===== src/hw/tinker_isa_pkg.sv =====
// Tinker instruction set definitions
package tinker_isa_pkg;

    localparam int XLEN      = 64;
    localparam int ILEN      = 32;
    localparam int ADDR_W    = 32;
    localparam int REG_IDX_W = 5;
    localparam int LIT_W     = 12;
    localparam int NUM_REGS  = 32;
    localparam int MEM_BYTES = 65536;
    localparam int MEM_AW    = $clog2(MEM_BYTES);   // Byte index width

    localparam logic [ADDR_W-1:0] RESET_PC = 32'h0000_2000;
    localparam logic [XLEN-1:0]   SP_RESET = 64'h0000_0000_0008_0000;  // Initial r31

    typedef enum logic [4:0] {
        OP_AND    = 5'h00,
        OP_OR     = 5'h01,
        OP_XOR    = 5'h02,
        OP_NOT    = 5'h03,
        OP_SHFTR  = 5'h04,
        OP_SHFTRI = 5'h05,
        OP_SHFTL  = 5'h06,
        OP_SHFTLI = 5'h07,
        OP_BR     = 5'h08,
        OP_BRR    = 5'h09,
        OP_BRRL   = 5'h0A,
        OP_BRNZ   = 5'h0B,
        OP_BRGT   = 5'h0E,
        OP_HALT   = 5'h0F,
        OP_LOAD   = 5'h10,
        OP_MOV    = 5'h11,
        OP_MOVL   = 5'h12,
        OP_STORE  = 5'h13,
        OP_ADD    = 5'h18,
        OP_ADDI   = 5'h19,
        OP_SUB    = 5'h1A,
        OP_SUBI   = 5'h1B
    } opcode_e;

    typedef enum logic [2:0] {
        ST_IDLE,
        ST_FETCH,
        ST_DECODE,
        ST_EXECUTE,
        ST_MEMORY,
        ST_WRITEBACK,
        ST_HALTED
    } core_state_e;

    // Instruction word layout, opcode in the top bits
    typedef struct packed {
        opcode_e              opcode;
        logic [REG_IDX_W-1:0] rd;
        logic [REG_IDX_W-1:0] rs;
        logic [REG_IDX_W-1:0] rt;
        logic [LIT_W-1:0]     lit;
    } instr_t;

endpackage


===== src/hw/tinker_sequencer.sv =====
// Multicycle Tinker sequencer
module tinker_sequencer (
    input  logic                                 clk,
    input  logic                                 reset,
    input  logic                                 start,
    input  tinker_isa_pkg::instr_t               instr,
    output logic [tinker_isa_pkg::ADDR_W-1:0]    pc,
    output tinker_isa_pkg::core_state_e          state,
    output logic [tinker_isa_pkg::REG_IDX_W-1:0] idx_a,
    output logic [tinker_isa_pkg::REG_IDX_W-1:0] idx_b,
    input  logic [tinker_isa_pkg::XLEN-1:0]      op_a,
    input  logic [tinker_isa_pkg::XLEN-1:0]      op_b,
    input  logic [tinker_isa_pkg::XLEN-1:0]      alu_result,
    input  logic [tinker_isa_pkg::XLEN-1:0]      load_data,
    output logic [tinker_isa_pkg::ADDR_W-1:0]    data_addr,
    output logic                                 store_en,
    output logic [tinker_isa_pkg::XLEN-1:0]      store_data,
    output logic                                 wb_en,
    output logic [tinker_isa_pkg::REG_IDX_W-1:0] wb_idx,
    output logic [tinker_isa_pkg::XLEN-1:0]      wb_data,
    output logic                                 halted
);
    import tinker_isa_pkg::*;

    instr_t            ir;         // Valid from execute on
    logic [XLEN-1:0]   result_q;
    logic              taken_q;
    logic              branch_cond;
    logic              writes_rd;
    logic [XLEN-1:0]   lit_ext;
    logic [ADDR_W-1:0] pc_plus4;
    logic [ADDR_W-1:0] next_pc;

    // ----------------------------------------
    // State and PC
    // ----------------------------------------
    always_ff @(posedge clk or posedge reset) begin
        if (reset) begin
            state <= ST_IDLE;
            pc    <= RESET_PC;
        end else begin
            case (state)
                ST_IDLE, ST_HALTED: begin
                    if (start) begin
                        state <= ST_FETCH;
                        pc    <= RESET_PC;
                    end
                end
                ST_FETCH:   state <= ST_DECODE;
                ST_DECODE:  state <= ST_EXECUTE;
                ST_EXECUTE: state <= ST_MEMORY;
                ST_MEMORY:  state <= ST_WRITEBACK;
                ST_WRITEBACK: begin
                    pc    <= next_pc;
                    state <= (ir.opcode == OP_HALT) ? ST_HALTED : ST_FETCH;
                end
                default:    state <= ST_IDLE;
            endcase
        end
    end

    always_ff @(posedge clk) begin
        if (state == ST_DECODE) begin
            ir <= instr;
        end
        if (state == ST_EXECUTE) begin
            result_q <= alu_result;
            taken_q  <= branch_cond;
        end
        if ((state == ST_MEMORY) && (ir.opcode == OP_LOAD)) begin
            result_q <= load_data;
        end
    end

    // ----------------------------------------
    // Operand selection
    // ----------------------------------------
    always_comb begin
        idx_a = ir.rs;
        idx_b = ir.rt;
        case (ir.opcode)
            OP_ADDI, OP_SUBI, OP_SHFTRI, OP_SHFTLI,
            OP_MOVL, OP_BR, OP_BRR: idx_a = ir.rd;
            OP_BRNZ, OP_STORE:      idx_b = ir.rd;
            // rt for the compare in execute, then rd as the target
            OP_BRGT: idx_b = (state == ST_EXECUTE) ? ir.rt : ir.rd;
            default: ;
        endcase
    end

    always_comb begin
        case (ir.opcode)
            OP_BRNZ: branch_cond = (op_a != '0);
            OP_BRGT: branch_cond = ($signed(op_a) > $signed(op_b));
            default: branch_cond = 1'b0;
        endcase
    end

    // ----------------------------------------
    // Next PC and data address
    // ----------------------------------------
    assign lit_ext  = {{(XLEN-LIT_W){ir.lit[LIT_W-1]}}, ir.lit};
    assign pc_plus4 = pc + ADDR_W'(4);

    always_comb begin
        case (ir.opcode)
            OP_BR:            next_pc = op_a[ADDR_W-1:0];
            OP_BRR:           next_pc = pc + op_a[ADDR_W-1:0];
            OP_BRRL:          next_pc = pc + lit_ext[ADDR_W-1:0];
            OP_BRNZ, OP_BRGT: next_pc = taken_q ? op_b[ADDR_W-1:0] : pc_plus4;
            default:          next_pc = pc_plus4;
        endcase
    end

    assign data_addr  = op_a[ADDR_W-1:0] + lit_ext[ADDR_W-1:0];
    assign store_en   = (state == ST_MEMORY) && (ir.opcode == OP_STORE);
    assign store_data = op_b;

    // ----------------------------------------
    // Writeback
    // ----------------------------------------
    always_comb begin
        case (ir.opcode)
            OP_AND, OP_OR, OP_XOR, OP_NOT,
            OP_SHFTR, OP_SHFTRI, OP_SHFTL, OP_SHFTLI,
            OP_LOAD, OP_MOV, OP_MOVL,
            OP_ADD, OP_ADDI, OP_SUB, OP_SUBI: writes_rd = 1'b1;
            default: writes_rd = 1'b0;
        endcase
    end

    assign wb_en   = (state == ST_WRITEBACK) && writes_rd && (ir.rd != '0);  // r0 stays zero
    assign wb_idx  = ir.rd;
    assign wb_data = result_q;
    assign halted  = (state == ST_HALTED);

endmodule


===== config.mk =====
export PLATFORM = sky130hd
export DESIGN_NAME = tinker_sequencer
export DESIGN_NICKNAME = d
export VERILOG_FILES = /design/src/hw/tinker_isa_pkg.sv /design/src/hw/tinker_sequencer.sv
export SDC_FILE = /design/constraint.sdc
export NUM_CORES = 1
export LEC_CHECK = 0
export ABC_AREA = 1
export BUFFER_PORTS_ARGS = -buffer_cell sky130_fd_sc_hd__buf_2
export CAP_MARGIN = 20
export CORE_AREA = 2 2 196 198
export CTS_BUF_LIST = sky130_fd_sc_hd__clkbuf_16
export DETAILED_ROUTE_END_ITERATION = 10
export DIE_AREA = 0 0 198 200
export GPL_ROUTABILITY_DRIVEN = 0
export GPL_TIMING_DRIVEN = 1
export HOLD_SLACK_MARGIN = 0.15
export PLACE_DENSITY = 0.6
export SETUP_SLACK_MARGIN = 0.15
export SKIP_LAST_GASP = 1
export SYNTH_ARGS = -nofsm -noshare
export SYNTH_HDL_FRONTEND = slang
export SYNTH_SLANG_ARGS = --single-unit

===== constraint.sdc =====
create_clock -name clk -period 8.5 [get_ports clk]
set_clock_uncertainty 0.2 [all_clocks]
set_input_delay 1.275 -clock clk [delete_from_list [all_inputs] [get_ports clk]]
set_output_delay 1.275 -clock clk [all_outputs]
set_load 0.02 [all_outputs]

==> qor.yml <==
crit_family: "compound AO/OA/AOI/OAI gates"
fin_tns_setup_ps: 0
crit_chain: "buf_2 > ha_1 > inv_1 > fa_1 > o21ai_0 > a21oi_1 > o21ai_0 > a21o_1 > nand2_1 > nand2_1 > nand2_1 > nand2_1 > buf_2"
finalCritPeriodShare_pct: 61.0
postCtsSetupBuffers: 0
hpwlAfterDp_mm: 47.8
grt_max_degree: 66
nNetsFinal: 2831
via_per_inst: 5.12
antenna_found_initial: 13
clock-root-buffer: "clkbuf_16"
routed_wirelength_mm: 57.1
hp-class: "register to register"
antenna_left: 0
wl_met1_mm: 23.0
rsz0062_at_grt: "false"
max_freq_mhz: 193
hold_buffers: 0
cp-end-kind: "primary output"
portBuffers: 503
async_flop_share_pct: 26.3
drv_slew: 0
clk_pin_slew_ps: 70
num_io_pins: 504
clock-sinks: 133
start_util_pct: 37.4
slew-limit-headroom_pct: 28.6
post_dp_cell_area_sq_um: 16500
grt_pass1_wl_mm: 83.9
stdcell_area_sq_um: 17100
die-width_um: 198
met2_length_mm: 27.6
p_switching_mw: 2.32
drt_iter0_markers: 1129
ir_drop_v: 0.000173
sw_frac_of_total_pct: 51.1
worstMarginPinSlew_ps: 1070
drive_gt1_share_pct: 26.9
vias: 15000
yosys_register_bits: 133
max_stage_delay_ps: 420
row_count: 71
cp_common_cell: "nand2_1"
crit_buf_inv: 3
fillers: 3914
finalSetupViolCount: 0
cts_tree: "built"
synth_top_area_share_pct: 20.8
grt.total_usage_pct: 28.5
met3WireLength_mm: 4.24
insertion_delay_ps: 460
cp_max_fo: 4
wire_per_inst_um: 19.4
report.power.total_mw: 4.54
ys_warn_count: 0
htreeDepth: 4
finalCriticalPeriod_ps: 5190
critPathArrivalTime_ps: 3710
grt_pass1_vias: 14400
syn_area_sq_um: 14000
die_h_um: 200
p_clk_share_pct: 17.6
synth_nets: 2402
coreArea_sq_um: 37400
p_comb_share_pct: 56.7
power_density_nw_per_um2: 265
synth_area_leader_cell: "edfxtp_1"
numCtsBuffers: 17
internal_power_mw: 2.22
grt_overflow_total: 0
seq_area_frac_synth_pct: 27.3
synth_edf_count: 97
critical_path_class: "primary input to primary output"
first_pass_iters: 6
netlist_instances: 1975
pwr-share-seq_pct: 25.7
ys_types: 50
top_layer: "met5"
crit_path_start_kind: "primary input"
dieArea_sq_um: 39600
syn_area_per_cell_sq_um: 7.07
finalHoldViolations: 0
crit_required_ps: 7030
synth_area_leaders: "edfxtp_1 21%, nand2_1 15%, ha_1 12%"
status: "completed"
ctsResizeCount: 0
clock_path_buffers: 2
synth_ff_type: "edfxtp_1"
leakagePower_nw: 9.06
drv_cap: 0
area_growth_pct: 22.7
cpMaxStageDelayCell: "o21ai_0"
drc: 0
[worst min-delay path, stage by stage (launching register included)]
cell and delay, ps:
dfrtp_1 430, nand2_1 80, nand2_1 60
[final cells by class]
type / count / area (sq um) / area share, %
multi-input combinational: 1440 / 8370 / 48.8
sequential: 133 / 3810 / 22.2
timing repair buffer: 508 / 2550 / 14.9
inverter: 304 / 1140 / 6.66
tap: 511 / 639 / 3.73
clock buffer: 17 / 425 / 2.48
clock inverter: 15 / 181 / 1.06
antenna: 6 / 15.0 / 0.0876
[metrics by stage]
stage	util (%)	std cells	hold WS [ps]	worst slack, ps
floorplan	-	1975	369	3910
global placement	44.2	2896	357	3320
detailed placement	44.2	2896	383	3310
CTS	45.8	2928	394	3290
global route	45.8	2932	427	3030
finish	45.8	2934	392	3310
[cells by family after synthesis]
group	Yosys count	synth area share, %
AOI/OAI and AO/OA	289	11.5
xor gates and xnor gates	38	2.38
adders and majority gates	136	12.3
buffers and inverters	402	13.0
DFF	133	27.3
muxes	74	5.96
and+or+nand+nor	903	27.7
[power by group through the flow]
stage / combinational, mW / sequential (mW) / clock (mW)
2_1_floorplan: 1.53 / 1.30 / 0
3_3_place_gp: 2.53 / 1.17 / 0
3_5_place_dp: 2.55 / 1.17 / 0
4_1_cts: 2.56 / 1.16 / 0.811
5_1_grt: 2.83 / 1.19 / 0.837
6_report: 2.57 / 1.17 / 0.802
[synth_stat cells, types with 13 or more instances]
cell type and number:
nor2_1 132, xor2_1 25, nor4_1 19, mux2_2 74, dfrtp_1 34, xnor2_1 13
buf_4 72, nand4_1 27, o21ai_0 96, inv_1 294, nand2_1 542, ha_1 134
a21oi_1 135, nand3_1 123, nor3_1 26, edfxtp_1 97
[registers in the layout, summed over array words and instances, names as in the netlist]
| name | flops |
|---|---|
| writes_rd | 1 |
| state | 3 |
| ir | 27 |
| pc | 32 |
| wb_idx | 5 |
| wb_data | 64 |
| taken_q | 1 |
[layout by cell type, fill, tap and decap left out, types with 9 or more instances in the layout]
| cell type | n |
|---|---|
| dfrtp_1 | 34 |
| o21bai_1 | 9 |
| mux2_2 | 74 |
| nand4_1 | 27 |
| xor2_1 | 25 |
| nor2_1 | 132 |
| edfxtp_1 | 97 |
| o21ai_0 | 96 |
| inv_1 | 296 |
| a21oi_1 | 135 |
| o211ai_1 | 10 |
| nand2_1 | 540 |
| a21o_1 | 11 |
| nand3_1 | 123 |
| inv_2 | 10 |
| buf_2 | 503 |
| nor3_1 | 25 |
| xnor2_1 | 13 |
| nor4_1 | 19 |
| ha_1 | 134 |
| clkbuf_16 | 17 |
[metal layers]
metal | GRT usage (%) | up-vias
li1 | - | 7353
met1 | 34.2 | 6893
met2 | 49.0 | 654
met3 | 6.54 | 120
met4 | 12.3 | 10
met5 | 0 | -
[path summary, 6_finish.rpt]
| path | start | end | slack [ps] | depth (start not counted) |
|---|---|---|---|---|
| hold reg to reg | pc[31] | pc[31] | 390 | 2 |
| setup reg to reg | ir[27] | pc[21] | 4280 | 21 |
| setup / recovery | op_a[0] | data_addr[22] | 3310 | 13 |
| max in group asynchronous | reset | state[1] | 6940 | 3 |
| min in group asynchronous | reset | pc[31] | 730 | 3 |
| hold / removal | pc[31] | pc[31] | 390 | 2 |
Note: power is estimated with default switching activity, not from simulation.
