[config.mk]
export PLATFORM = sky130hd
export DESIGN_NAME = host_apb_port
export DESIGN_NICKNAME = d
export VERILOG_FILES = /design/src/hw/tinker_bus_pkg.sv /design/src/hw/tinker_isa_pkg.sv /design/src/hw/host_apb_port.sv
export SDC_FILE = /design/constraint.sdc
export NUM_CORES = 1
export LEC_CHECK = 0
export BUFFER_PORTS_ARGS = -buffer_cell sky130_fd_sc_hd__buf_2
export CELL_PAD_IN_SITES_DETAIL_PLACEMENT = 0
export CELL_PAD_IN_SITES_GLOBAL_PLACEMENT = 1
export CORE_MARGIN = 8
export CORE_UTILIZATION = 26
export CTS_BUF_LIST = sky130_fd_sc_hd__clkbuf_8 sky130_fd_sc_hd__clkbuf_16
export DETAILED_ROUTE_END_ITERATION = 7
export PLACE_DENSITY_LB_ADDON = 0.05
export SYNTH_ARGS = -nofsm -noshare
export SYNTH_HDL_FRONTEND = slang
export SYNTH_SLANG_ARGS = --single-unit
[constraint.sdc]
create_clock -name clk -period 1.8 [get_ports clk]
set_input_delay 0.09 -clock clk [delete_from_list [all_inputs] [get_ports clk]]
set_output_delay 0.09 -clock clk [all_outputs]
set_load 0.03 [all_outputs]
[src/hw/tinker_bus_pkg.sv]
// Host bus types and register map
package tinker_bus_pkg;

    localparam int APB_AW = 8;
    localparam int APB_DW = 32;

    // ----------------------------------------
    // Register offsets
    // ----------------------------------------
    localparam logic [APB_AW-1:0] REG_CTRL     = 8'h00;  // W bit 0 start, R running/halted
    localparam logic [APB_AW-1:0] REG_MEM_ADDR = 8'h04;
    localparam logic [APB_AW-1:0] REG_MEM_DATA = 8'h08;  // Write only
    localparam logic [APB_AW-1:0] REG_SEL      = 8'h0C;
    localparam logic [APB_AW-1:0] REG_DATA_LO  = 8'h10;
    localparam logic [APB_AW-1:0] REG_DATA_HI  = 8'h14;

    typedef struct packed {
        logic              psel;
        logic              penable;
        logic              pwrite;
        logic [APB_AW-1:0] paddr;
        logic [APB_DW-1:0] pwdata;
    } apb_req_t;

    typedef struct packed {
        logic              pready;
        logic              pslverr;
        logic [APB_DW-1:0] prdata;
    } apb_rsp_t;

    // One big-endian word from the host into memory
    typedef struct packed {
        logic              en;
        logic [31:0]       addr;
        logic [APB_DW-1:0] data;
    } mem_wr_t;

endpackage

[src/hw/tinker_isa_pkg.sv]
// Tinker instruction set definitions
package tinker_isa_pkg;

    localparam int XLEN      = 64;
    localparam int ILEN      = 32;
    localparam int ADDR_W    = 32;
    localparam int REG_IDX_W = 5;
    localparam int LIT_W     = 12;
    localparam int NUM_REGS  = 32;
    localparam int MEM_BYTES = 65536;
    localparam int MEM_AW    = $clog2(MEM_BYTES);   // Byte index width

    localparam logic [ADDR_W-1:0] RESET_PC = 32'h0000_2000;
    localparam logic [XLEN-1:0]   SP_RESET = 64'h0000_0000_0008_0000;  // Initial r31

    typedef enum logic [4:0] {
        OP_AND    = 5'h00,
        OP_OR     = 5'h01,
        OP_XOR    = 5'h02,
        OP_NOT    = 5'h03,
        OP_SHFTR  = 5'h04,
        OP_SHFTRI = 5'h05,
        OP_SHFTL  = 5'h06,
        OP_SHFTLI = 5'h07,
        OP_BR     = 5'h08,
        OP_BRR    = 5'h09,
        OP_BRRL   = 5'h0A,
        OP_BRNZ   = 5'h0B,
        OP_BRGT   = 5'h0E,
        OP_HALT   = 5'h0F,
        OP_LOAD   = 5'h10,
        OP_MOV    = 5'h11,
        OP_MOVL   = 5'h12,
        OP_STORE  = 5'h13,
        OP_ADD    = 5'h18,
        OP_ADDI   = 5'h19,
        OP_SUB    = 5'h1A,
        OP_SUBI   = 5'h1B
    } opcode_e;

    typedef enum logic [2:0] {
        ST_IDLE,
        ST_FETCH,
        ST_DECODE,
        ST_EXECUTE,
        ST_MEMORY,
        ST_WRITEBACK,
        ST_HALTED
    } core_state_e;

    // Instruction word layout, opcode in the top bits
    typedef struct packed {
        opcode_e              opcode;
        logic [REG_IDX_W-1:0] rd;
        logic [REG_IDX_W-1:0] rs;
        logic [REG_IDX_W-1:0] rt;
        logic [LIT_W-1:0]     lit;
    } instr_t;

endpackage

[src/hw/host_apb_port.sv]
// APB host port
module host_apb_port (
    input  logic                                 clk,
    input  logic                                 reset,
    input  tinker_bus_pkg::apb_req_t             apb_req,
    output tinker_bus_pkg::apb_rsp_t             apb_rsp,
    input  tinker_isa_pkg::core_state_e          state,
    output logic                                 start,
    output tinker_bus_pkg::mem_wr_t              mem_wr,
    output logic [tinker_isa_pkg::REG_IDX_W-1:0] host_idx,
    input  logic [tinker_isa_pkg::XLEN-1:0]      host_data
);
    import tinker_isa_pkg::*;
    import tinker_bus_pkg::*;

    logic                 access;
    logic                 wr_access;
    logic                 rd_access;
    logic                 running;
    logic                 core_halted;
    logic                 mapped;
    logic                 start_req;
    logic                 load_req;
    logic [31:0]          mem_addr;
    logic [REG_IDX_W-1:0] reg_sel;
    logic [APB_DW-1:0]    rd_data;

    assign access      = apb_req.psel && apb_req.penable;
    assign wr_access   = access && apb_req.pwrite;
    assign rd_access   = access && !apb_req.pwrite;
    assign core_halted = (state == ST_HALTED);
    assign running     = (state != ST_IDLE) && !core_halted;

    always_comb begin
        case (apb_req.paddr)
            REG_CTRL, REG_MEM_ADDR, REG_MEM_DATA,
            REG_SEL, REG_DATA_LO, REG_DATA_HI: mapped = 1'b1;
            default: mapped = 1'b0;
        endcase
    end

    assign start_req = wr_access && (apb_req.paddr == REG_CTRL) && apb_req.pwdata[0];
    assign load_req  = wr_access && (apb_req.paddr == REG_MEM_DATA);

    // Both refused while the core runs
    assign start       = start_req && !running;
    assign mem_wr.en   = load_req && !running;
    assign mem_wr.addr = mem_addr;
    assign mem_wr.data = apb_req.pwdata;

    // ----------------------------------------
    // Address and select registers
    // ----------------------------------------
    always_ff @(posedge clk or posedge reset) begin
        if (reset) begin
            mem_addr <= '0;
            reg_sel  <= '0;
        end else begin
            if (wr_access && (apb_req.paddr == REG_MEM_ADDR)) begin
                mem_addr <= apb_req.pwdata;
            end else if (mem_wr.en) begin
                mem_addr <= mem_addr + 32'd4;   // Next word
            end
            if (wr_access && (apb_req.paddr == REG_SEL)) begin
                reg_sel <= apb_req.pwdata[REG_IDX_W-1:0];
            end
        end
    end

    assign host_idx = reg_sel;

    always_comb begin
        rd_data = '0;
        if (rd_access) begin
            case (apb_req.paddr)
                REG_CTRL:     rd_data = {30'd0, core_halted, running};
                REG_MEM_ADDR: rd_data = mem_addr;
                REG_SEL:      rd_data = {{(APB_DW-REG_IDX_W){1'b0}}, reg_sel};
                REG_DATA_LO:  rd_data = host_data[31:0];
                REG_DATA_HI:  rd_data = host_data[63:32];
                default:      rd_data = '0;
            endcase
        end
    end

    assign apb_rsp.pready  = 1'b1;   // Never stalls
    assign apb_rsp.pslverr = (access && !mapped) || ((start_req || load_req) && running);
    assign apb_rsp.prdata  = rd_data;

endmodule

==> flow_summary_export.csv, run 1 <==
group,metric,value,unit
critical_path,cp.required,1.71,ns
synth,ys_seq_area_share,27.90,%
sta,hold_viol,0,
die,die_w,129.0,um
sta,final_max_slew_viol_count,0,
worst_hold_path,hold_class,"in -> reg",
grt,grt_start_max_net_pins,37,
cells_and_area,final_area,0.005802,mm2
detailed_routing,wl_met2,7.903,mm
grt,grt_pass1_wl,23.71,mm
critical_path,crit_type,"in -> out",
critical_path,slowest_stage,"or3_4",
synth,yosysTopAreaCell,"dfrtp_1",
detailed_routing,wl_met3,1.090,mm
synth,synth.avg_cell_area,7.900,um2
detailed_routing,dr.first_iter.drc_count,133,
die,start_util,26.51,%
place,dp_hpwl,11.75,mm
clock_tree,clk_path_buf_depth,2,
synth,synth-compound-area-share,20.70,%
flow_run,cap_violations,0,
detailed_routing,wirelength,15.70,mm
cells_and_area,synthToLayoutAreaGrowth,74.85,%
clock_tree,htree_levels,2,
cells_and_area,drive_gt1_share,60.47,%
die,io_pins,217,
detailed_routing,highest_layer,"met5",
clock_tree,cts_buffers,5,
synth,synthMuxAreaShare,12.29,%
critical_path,cp_slowest_stage_delay,0.42,ns
clock_tree,clkTransAtPathRegs,0.06,ns
die,num_rows,41,
critical_path,crit_path_cell_trace,"buf_6 > or3_4 > or3_4 > nor2_4 > buf_6 > clkbuf_16 > a2bb2oi_2 > nor2_1 > buf_4",
grt,grt_pass1_vias,4400,
synth,yosysMostFrequentCell,"nor2_1",
critical_path,critical_path_arrival,1.77,ns
grt,antenna_found_initial,1,
sta,finalSetupViolCount,23,
status,violations,"setup timing",
critical_path,reg2reg_depth,5,
synth,ys.flop_type,"dfrtp_1",
synth,synthAdderAreaFrac,0.3771,%
power,power_density,411.5,mW/mm2
cells_and_area,finalNetCount,791,
sta,fin_crit,1.858,ns
synth,synth_async_sr_flop_share,100.0,%
die,coreArea,0.01252,mm2
synth,yosys_warnings,0,
synth,synthDistinctLibCells,48,
synth,synth_area_leaders,"dfrtp_1 28%, mux2i_1 10%, buf_4 7.5%",
synth,syn_inst,420,
clock_tree,root_buffer,"clkbuf_16",
detailed_routing,viasPerCell,4.871,
detailed_routing,vias,4140,
clock_tree,cts_tree,"built",
place,place_congestion,0.8180,
sta,period_share,103.2,%
die,dieHeight,129.0,um
sta,finalSetupTns,-0.5533,ns
sta,rsz0062_at_grt,"true",
synth,synthSimpleGateAreaFrac,25.57,%
detailed_routing,drcViolationCount,0,
grt,grt_remaining_overflow,0,
power,power_leakage,2.738,nW
critical_path,critPathBufInv,4,
detailed_routing,post_drt_wl_per_cell,18.47,um
critical_path,critPathLaunchType,"input pin",
sta,fin_skew,0.003218,ns
cells_and_area,nFillCells,1312,
sta,fin_ws,-0.05784,ns
critical_path,cp-end-kind,"output pin",
status,status,"finished with violations",
sta,holdWs,0.02676,ns
power,ir_drop,256.7,uV
worst_hold_path,holdPathStages,3,
critical_path,worstPathMaxFanout,7,
grt,grt_use_total,18.25,%
synth,synth-edff-count,0,
detailed_routing,wl_met1,6.560,mm
synth,synth_top_family_by_area,"simple AND/OR/NAND/NOR gates",
place,portBuffers,215,
die,die_area,0.01663,mm2
synth,synth-seq-cells,37,
synth,yosysTopAreaCellShare,27.90,%
sta,fmax,538.3,MHz
synth,syn_area,0.003318,mm2
synth,synth_common_cells,"66 x nor2_1, 37 x dfrtp_1, 34 x mux2i_1",
synth,synth_xor_area_share,1.320,%
sta,relSlewSlack,65.68,%
place,placed_cell_area,0.004992,mm2
critical_path,cp.depth,9,
clock_tree,numClockSinks,37,
cells_and_area,diodes,0,
sta,tightest_slew,0.5141,ns
clock_tree,clk_latency,0.28,ns
detailed_routing,ant_nets,0,
synth,synthesis.nets,533,
critical_path,cp_top_family,"simple AND/OR/NAND/NOR gates",
detailed_routing,firstDrtPassIters,4,
[layout by cell type (no fill, tap or decap), types with 12 or more instances in the layout]
cell type and instances:
a21oi_1 13, a2bb2oi_2 24, a31oi_1 12, buf_2 182, buf_4 84, buf_6 30
dfrtp_1 21, dfrtp_2 16, mux2i_1 34, nand2_1 27, nand3_1 18, nor2_1 42
nor2_2 23, o21ai_0 15
[state kept, by name, indices dropped and copies added, names as in the netlist]
register / cells
host_idx: 5
mem_addr: 32
[power breakdown]
part	total, mW	internal (mW)	switching [mW]
clock network	0.894	0.543	0.350
logic	0.626	0.274	0.352
registers	0.867	0.853	0.0143
[per-layer routing]
metal / track usage [%] / up-vias
met4: 3.594 / 2
met2: 32.45 / 138
met3: 4.510 / 12
met5: 0 / -
li1: - / 2037
met1: 21.74 / 1951
[path summary, 6_finish.rpt]
| path | startpoint | endpoint | slack [ns] |
|---|---|---|---|
| min in group asynchronous | reset | mem_addr[16] | 0.40 |
| worst min register to register | mem_addr[0] | mem_addr[0] | 0.50 |
| worst min-delay path | apb_req[12] | mem_addr[12] | 0.03 |
| max in group asynchronous | reset | host_idx[1] | 0.80 |
| worst max register to register | mem_addr[8] | mem_addr[23] | -0.01 |
| worst max-delay path | apb_req[32] | apb_rsp[8] | -0.06 |
[area by class of cell]
class	count	area, um2	share of cell area (%)
flip-flops and latches	37	945.9	16.30
clock inverters	1	7.507	0.1294
multi-input cells	315	2327	40.11
clock buffers	6	138.9	2.394
repair buffers	309	2130	36.70
well taps	172	215.2	3.709
inverters	10	37.54	0.6470
[metrics by stage]
stage,setup WS (ns),util [%],total power [mW],cells
floorplan,-0.2228,-,1.235,420
global placement,-0.2527,39.88,1.470,822
detailed placement,-0.3286,39.88,1.476,822
CTS,-0.09990,44.36,2.401,845
global route,-0.1354,46.35,2.501,850
finish,-0.05784,46.35,2.387,850
[tightest hold or removal path, stage by stage]
cell	delay, ns
buf_2	0.09
nand2_1	0.04
o21ai_0	0.05
[cells by family (layout without fill, tap and decap cells)]
| logic type | count (synthesis) | count (layout) |
|---|---|---|
| fa+ha+maj | 1 | 1 |
| other cells | 1 | 1 |
| flops | 37 | 37 |
| buf+inv | 69 | 326 |
| mux | 40 | 40 |
| simple gates | 171 | 172 |
| compound gates | 96 | 96 |
| xor+xnor | 5 | 5 |
[repair_timing]
item                       CTS  global route
hold endpoints to repair    22             0
setup endpoints to repair   45            50
pin swaps                   21            33
buffers inserted            12             5
cloned                       3             1
hold buffers                 1             0
gates resized for setup     65            47
Power figures use the tool's default switching activity.
==> inputs of run 2 (changes only) <==
==> constraint.sdc (replaced) <==
create_clock -name clk -period 1.8 [get_ports clk]
set_input_delay 0.36 -clock clk [delete_from_list [all_inputs] [get_ports clk]]
set_output_delay 0.36 -clock clk [all_outputs]
set_load 0.03 [all_outputs]
==> flow_summary_export.csv, run 2 (synthesized netlist as in run 1, its figures left out) <==
group,metric,value,unit
detailed_routing,firstDrtPassIters,4,
sta,finalSetupTns,-17.27,ns
critical_path,cp-end-kind,"output pin",
cells_and_area,finalNetCount,801,
detailed_routing,vias,4238,
power,power_leakage,2.924,nW
grt,antenna_found_initial,0,
place,dp_hpwl,11.98,mm
die,dieHeight,129.0,um
power,power_density,389.0,mW/mm2
clock_tree,cts_buffers,5,
clock_tree,clk_path_buf_depth,2,
sta,fin_skew,0.007653,ns
cells_and_area,drive_gt1_share,64.30,%
grt,grt_pass1_vias,4484,
die,io_pins,217,
critical_path,worstPathMaxFanout,10,
grt,grt_pass1_wl,24.36,mm
die,num_rows,41,
clock_tree,hold_buffers,0,
sta,period_share,129.0,%
cells_and_area,mostFrequentLayoutCells,"176 x buf_2, 76 x buf_4, 57 x buf_6",
detailed_routing,wirelength,15.74,mm
status,violations,"setup timing",
power,ir_drop,267.8,uV
detailed_routing,post_drt_wl_per_cell,18.28,um
detailed_routing,ant_nets,0,
sta,final_max_slew_viol_count,0,
critical_path,critical_path_arrival,1.96,ns
die,start_util,26.51,%
critical_path,cp.required,1.44,ns
critical_path,critPathLaunchType,"input pin",
sta,rsz0062_at_grt,"true",
sta,tightest_slew,0.5371,ns
detailed_routing,viasPerCell,4.922,
worst_hold_path,hold_class,"in -> async",
status,status,"finished with violations",
cells_and_area,multiInputGateArea,0.002530,mm2
die,die_w,129.0,um
cells_and_area,diodes,0,
place,place_congestion,0.8006,
place,portBuffers,215,
grt,grt_remaining_overflow,0,
cells_and_area,largest_reg_flops,32,
clock_tree,root_buffer,"clkbuf_16",
sta,fin_crit,2.323,ns
die,coreArea,0.01252,mm2
sta,relSlewSlack,64.19,%
sta,fin_ws,-0.5228,ns
grt,grt_start_max_net_pins,38,
clock_tree,clk_latency,0.29,ns
detailed_routing,drcViolationCount,0,
clock_tree,htree_levels,2,
sta,holdWs,0.1956,ns
cells_and_area,seq_area,940.9,um2
detailed_routing,dr.first_iter.drc_count,166,
cells_and_area,synthToLayoutAreaGrowth,86.12,%
die,die_area,0.01663,mm2
sta,hold_viol,0,
grt,grt_use_total,18.41,%
clock_tree,cts_tree,"built",
clock_tree,numClockSinks,37,
cells_and_area,top_register,"mem_addr",
cells_and_area,nFillCells,1247,
cells_and_area,final_common_cell,"buf_2",
sta,finalSetupViolCount,44,
critical_path,crit_type,"in -> out",
clock_tree,clkTransAtPathRegs,0.06,ns
sta,fmax,430.5,MHz
flow_run,cap_violations,0,
run 2: cell count changes in the layout (fill, tap and decap cells not counted), moves of 9 or more:
cell | previous run | this run
buf_6 | 30 | 57
nor2_1 | 42 | 29
a2bb2oi_2 | 24 | 12
a2bb2oi_1 | 3 | 14
nor2_4 | 1 | 10
o21ai_0 | 15 | 6
run 2: final timing paths:
check	depth (start not counted)	slack [ns]	from	endpoint
setup / recovery	9	-0.52	apb_req[33]	apb_rsp[29]
hold / removal	3	0.20	reset	mem_addr[12]
setup reg to reg	5	-0.13	mem_addr[3]	mem_addr[31]
hold reg to reg	2	0.51	mem_addr[1]	mem_addr[1]
max in group asynchronous	3	1.21	reset	mem_addr[9]
min in group clk	3	0.29	apb_req[1]	mem_addr[1]
run 2: per-layer routing:
layer  part of all wire [%]  wire [um]  up-vias  GRT usage, %
met5                      0          0        -             0
li1                       -          -     2061             -
met3                    6.5       1024       10         4.510
met4                   0.74        116        0         4.008
met2                     48       7594      140         30.57
met1                     44       7003     2027         23.56
run 2: final cells by class:
class	instances	area share [%]
clock inverter	3	0.2229
clock buffer	5	2.026
multi-input combinational	315	40.96
timing repair buffer	319	37.46
sequential	37	15.24
tap	172	3.485
inverter	10	0.6078
run 2: repair_timing:
item,CTS,global route
cloned,3,2
resized for setup,110,59
setup buffers,15,7
pin swaps,25,26
endpoints found under the setup margin,58,61
run 2: worst max-delay path, cell delays in order:
cell and delay, ns:
buf_6 0.09, or3_4 0.38, or3_4 0.39, nor2_4 0.13, buf_12 0.14, buf_16 0.14
a2bb2oi_1 0.07, nor2_2 0.11, buf_6 0.14
run 2: power breakdown:
| part | switching (mW) | internal [mW] |
|---|---|---|
| clock | 0.358 | 0.503 |
| combinational | 0.374 | 0.301 |
| sequential | 0.0137 | 0.853 |
run 2: per-stage QoR:
step	util, %	cells	area [um2]	total power [mW]	setup WS (ns)
final	49.34	861	6176	2.403	-0.5228
after global routing	49.34	861	6176	2.511	-0.5657
after CTS	46.49	855	5819	2.398	-0.5008
after detailed placement	40.73	829	5099	1.489	-0.5684
after global placement	40.73	829	5099	1.481	-0.5621
after floorplan	-	420	3583	1.244	-0.5361
==> inputs of run 3 (changes only) <==
Settings changed: ABC_AREA set to 1, CORE_UTILIZATION 26 to 27.
==> flow_summary_export.csv, run 3 <==
group,metric,value,unit
sta,tightest_slew,0.5395,ns
clock_tree,root_buffer,"clkbuf_16",
clock_tree,cts_buffers,5,
critical_path,critPathLaunchType,"input pin",
cells_and_area,finalNetCount,1070,
detailed_routing,wirelength,17.90,mm
sta,fin_ws,-0.2677,ns
die,dieHeight,138.6,um
clock_tree,numClockSinks,37,
synth,synth.avg_cell_area,5.729,um2
critical_path,worstPathMaxFanout,6,
synth,ys_seq_area_share,22.83,%
grt,met1_usage,22.54,%
die,num_rows,45,
cells_and_area,final_common_cell,"nand2_1",
detailed_routing,drcViolationCount,0,
synth,yosysTopAreaCell,"nand2_1",
place,portBuffers,215,
clock_tree,clk_path_buf_depth,2,
sta,holdWs,0.2137,ns
critical_path,cp.depth,12,
critical_path,crit_path_cell_trace,"buf_6 > nor2_4 > buf_6 > nand3_4 > nor3_4 > buf_6 > clkbuf_16 > nand2_4 > nand2_2 > nor2_2 > nor2_2 > buf_6",
sta,fin_crit,2.068,ns
die,coreArea,0.01492,mm2
sta,fmax,483.6,MHz
sta,hold_viol,0,
cells_and_area,top_register,"mem_addr",
synth,synth_area_leaders,"nand2_1 26%, dfrtp_1 23%, nand3_1 8.9%",
clock_tree,htree_levels,2,
sta,relSlewSlack,64.03,%
status,status,"finished with violations",
detailed_routing,dr.first_iter.drc_count,202,
clock_tree,cts_tree,"built",
die,die_w,138.6,um
grt,grtUsageMet2,29.24,%
sta,final_max_slew_viol_count,0,
cells_and_area,mostFrequentLayoutCells,"254 x nand2_1, 177 x buf_2, 76 x inv_1",
synth,synth-edff-count,0,
power,power_leakage,3.748,nW
synth,ys.flop_type,"dfrtp_1",
grt,grt_pass1_wl,27.78,mm
sta,rsz0062_at_grt,"true",
detailed_routing,firstDrtPassIters,4,
critical_path,crit_path_frequent_cell,"buf_6",
sta,fin_skew,0.007656,ns
grt,antenna_found_initial,0,
clock_tree,clk_latency,0.29,ns
place,dp_hpwl,13.48,mm
detailed_routing,viasPerCell,4.435,
detailed_routing,post_drt_wl_per_cell,15.62,um
critical_path,crit_type,"in -> out",
synth,yosys_warnings,0,
critical_path,slowest_stage,"clkbuf_16",
critical_path,cp_top_family,"buffers and inverters",
place,place_congestion,0.8098,
power,ir_drop,283.7,uV
cells_and_area,largest_reg_flops,32,
grt,busiest_layer,"met2",
detailed_routing,ant_nets,0,
flow_run,cap_violations,0,
die,start_util,27.19,%
place,placed_cell_area,0.005579,mm2
cells_and_area,drive_gt1_share,42.90,%
synth,synthesis.nets,821,
sta,period_share,114.9,%
worst_hold_path,hold_class,"in -> async",
grt,grt_remaining_overflow,0,
grt,grt_pass1_vias,5208,
cells_and_area,final_area,0.006534,mm2
synth,synthDistinctLibCells,37,
die,io_pins,217,
clock_tree,hold_buffers,0,
status,violations,"setup timing",
detailed_routing,vias,5082,
synth,syn_area,0.004056,mm2
critical_path,reg2reg_depth,10,
cells_and_area,diodes,0,
critical_path,cp.required,1.44,ns
grt,grtUsageMet3,4.452,%
synth,synth-seq-cells,37,
sta,finalSetupTns,-7.009,ns
synth,synth_async_sr_flop_share,100.0,%
synth,syn_inst,708,
cells_and_area,finalNonFillerCells,1146,
synth,yosysTopAreaCellShare,26.28,%
place,dp.cells,1118,
cells_and_area,synthToLayoutAreaGrowth,61.07,%
synth,synth_common_cells,"284 x nand2_1, 85 x nor2_1, 80 x inv_1",
grt,grt_use_total,17.65,%
synth,yosysMostFrequentCell,"nand2_1",
place,place_ws,-0.2608,ns
power,power_density,346.6,mW/mm2
die,die_area,0.01920,mm2
grt,grt_start_max_net_pins,38,
sta,finalSetupViolCount,34,
clock_tree,clkTransAtPathRegs,0.06,ns
critical_path,critPathBufInv,5,
critical_path,cp-end-kind,"output pin",
critical_path,critical_path_arrival,1.71,ns
critical_path,cp_slowest_stage_delay,0.18,ns
-- run 3: kinds of logic after synthesis --
kind of cell,Yosys count,share of synthesized area [%]
simple gates,484,52.53
buf+inv,144,17.95
flops,37,22.83
compound gates,29,3.701
xor+xnor,12,2.591
fa+ha+maj,1,0.3084
other cells,1,0.09245
-- run 3: repair_timing --
| item | in CTS | in global routing |
|---|---|---|
| buffers inserted | 12 | 3 |
| gates resized for setup | 103 | 66 |
| setup endpoints to repair | 35 | 42 |
| cloned | 2 | 4 |
| pin swaps | 15 | 19 |
-- run 3: final timing paths --
| path | start | end | slack [ns] |
|---|---|---|---|
| max | apb_req[32] | apb_rsp[4] | -0.27 |
| min | reset | mem_addr[31] | 0.21 |
| max reg2reg | mem_addr[2] | mem_addr[24] | 0.15 |
| min reg2reg | mem_addr[0] | mem_addr[0] | 0.52 |
| max in group asynchronous | reset | mem_addr[5] | 1.20 |
| min in group clk | apb_req[2] | host_idx[2] | 0.35 |
-- run 3: where the power goes --
group          leakage [nW]  internal, mW  switching (mW)  total (mW)
sequential            0.508         0.846          0.0163       0.862
combinational          3.16         0.210           0.311       0.521
clock                0.0776         0.500           0.381       0.881
-- run 3: area by class of cell --
class / instances / area (um2)
fillers: 1627 / 8387
multi-input cells: 527 / 2720
repair buffers: 293 / 2140
flip-flops and latches: 37 / 927.1
inverters: 93 / 375.4
well taps: 188 / 235.2
clock buffers: 5 / 125.1
clock inverters: 3 / 11.26
-- run 3: per-stage QoR --
step,power [mW],util (%)
after detailed placement,1.360,37.39
after floorplan,1.146,-
final,2.264,43.79
after CTS,2.274,41.65
after global routing,2.363,43.79
after global placement,1.358,37.39
-- run 3: worst register-to-register path, delay by kind of cell, from the launching register on --
kind	cells	cell delay (ns)
and+or+nand+nor	9	1.01
DFF	1	0.35
adders and majority gates	1	0.18
-- run 3: metal layers --
metal	up-vias	wire length, um
li1	2625	-
met1	2276	8504
met2	173	8047
met3	8	1165
met4	0	181
met5	-	0
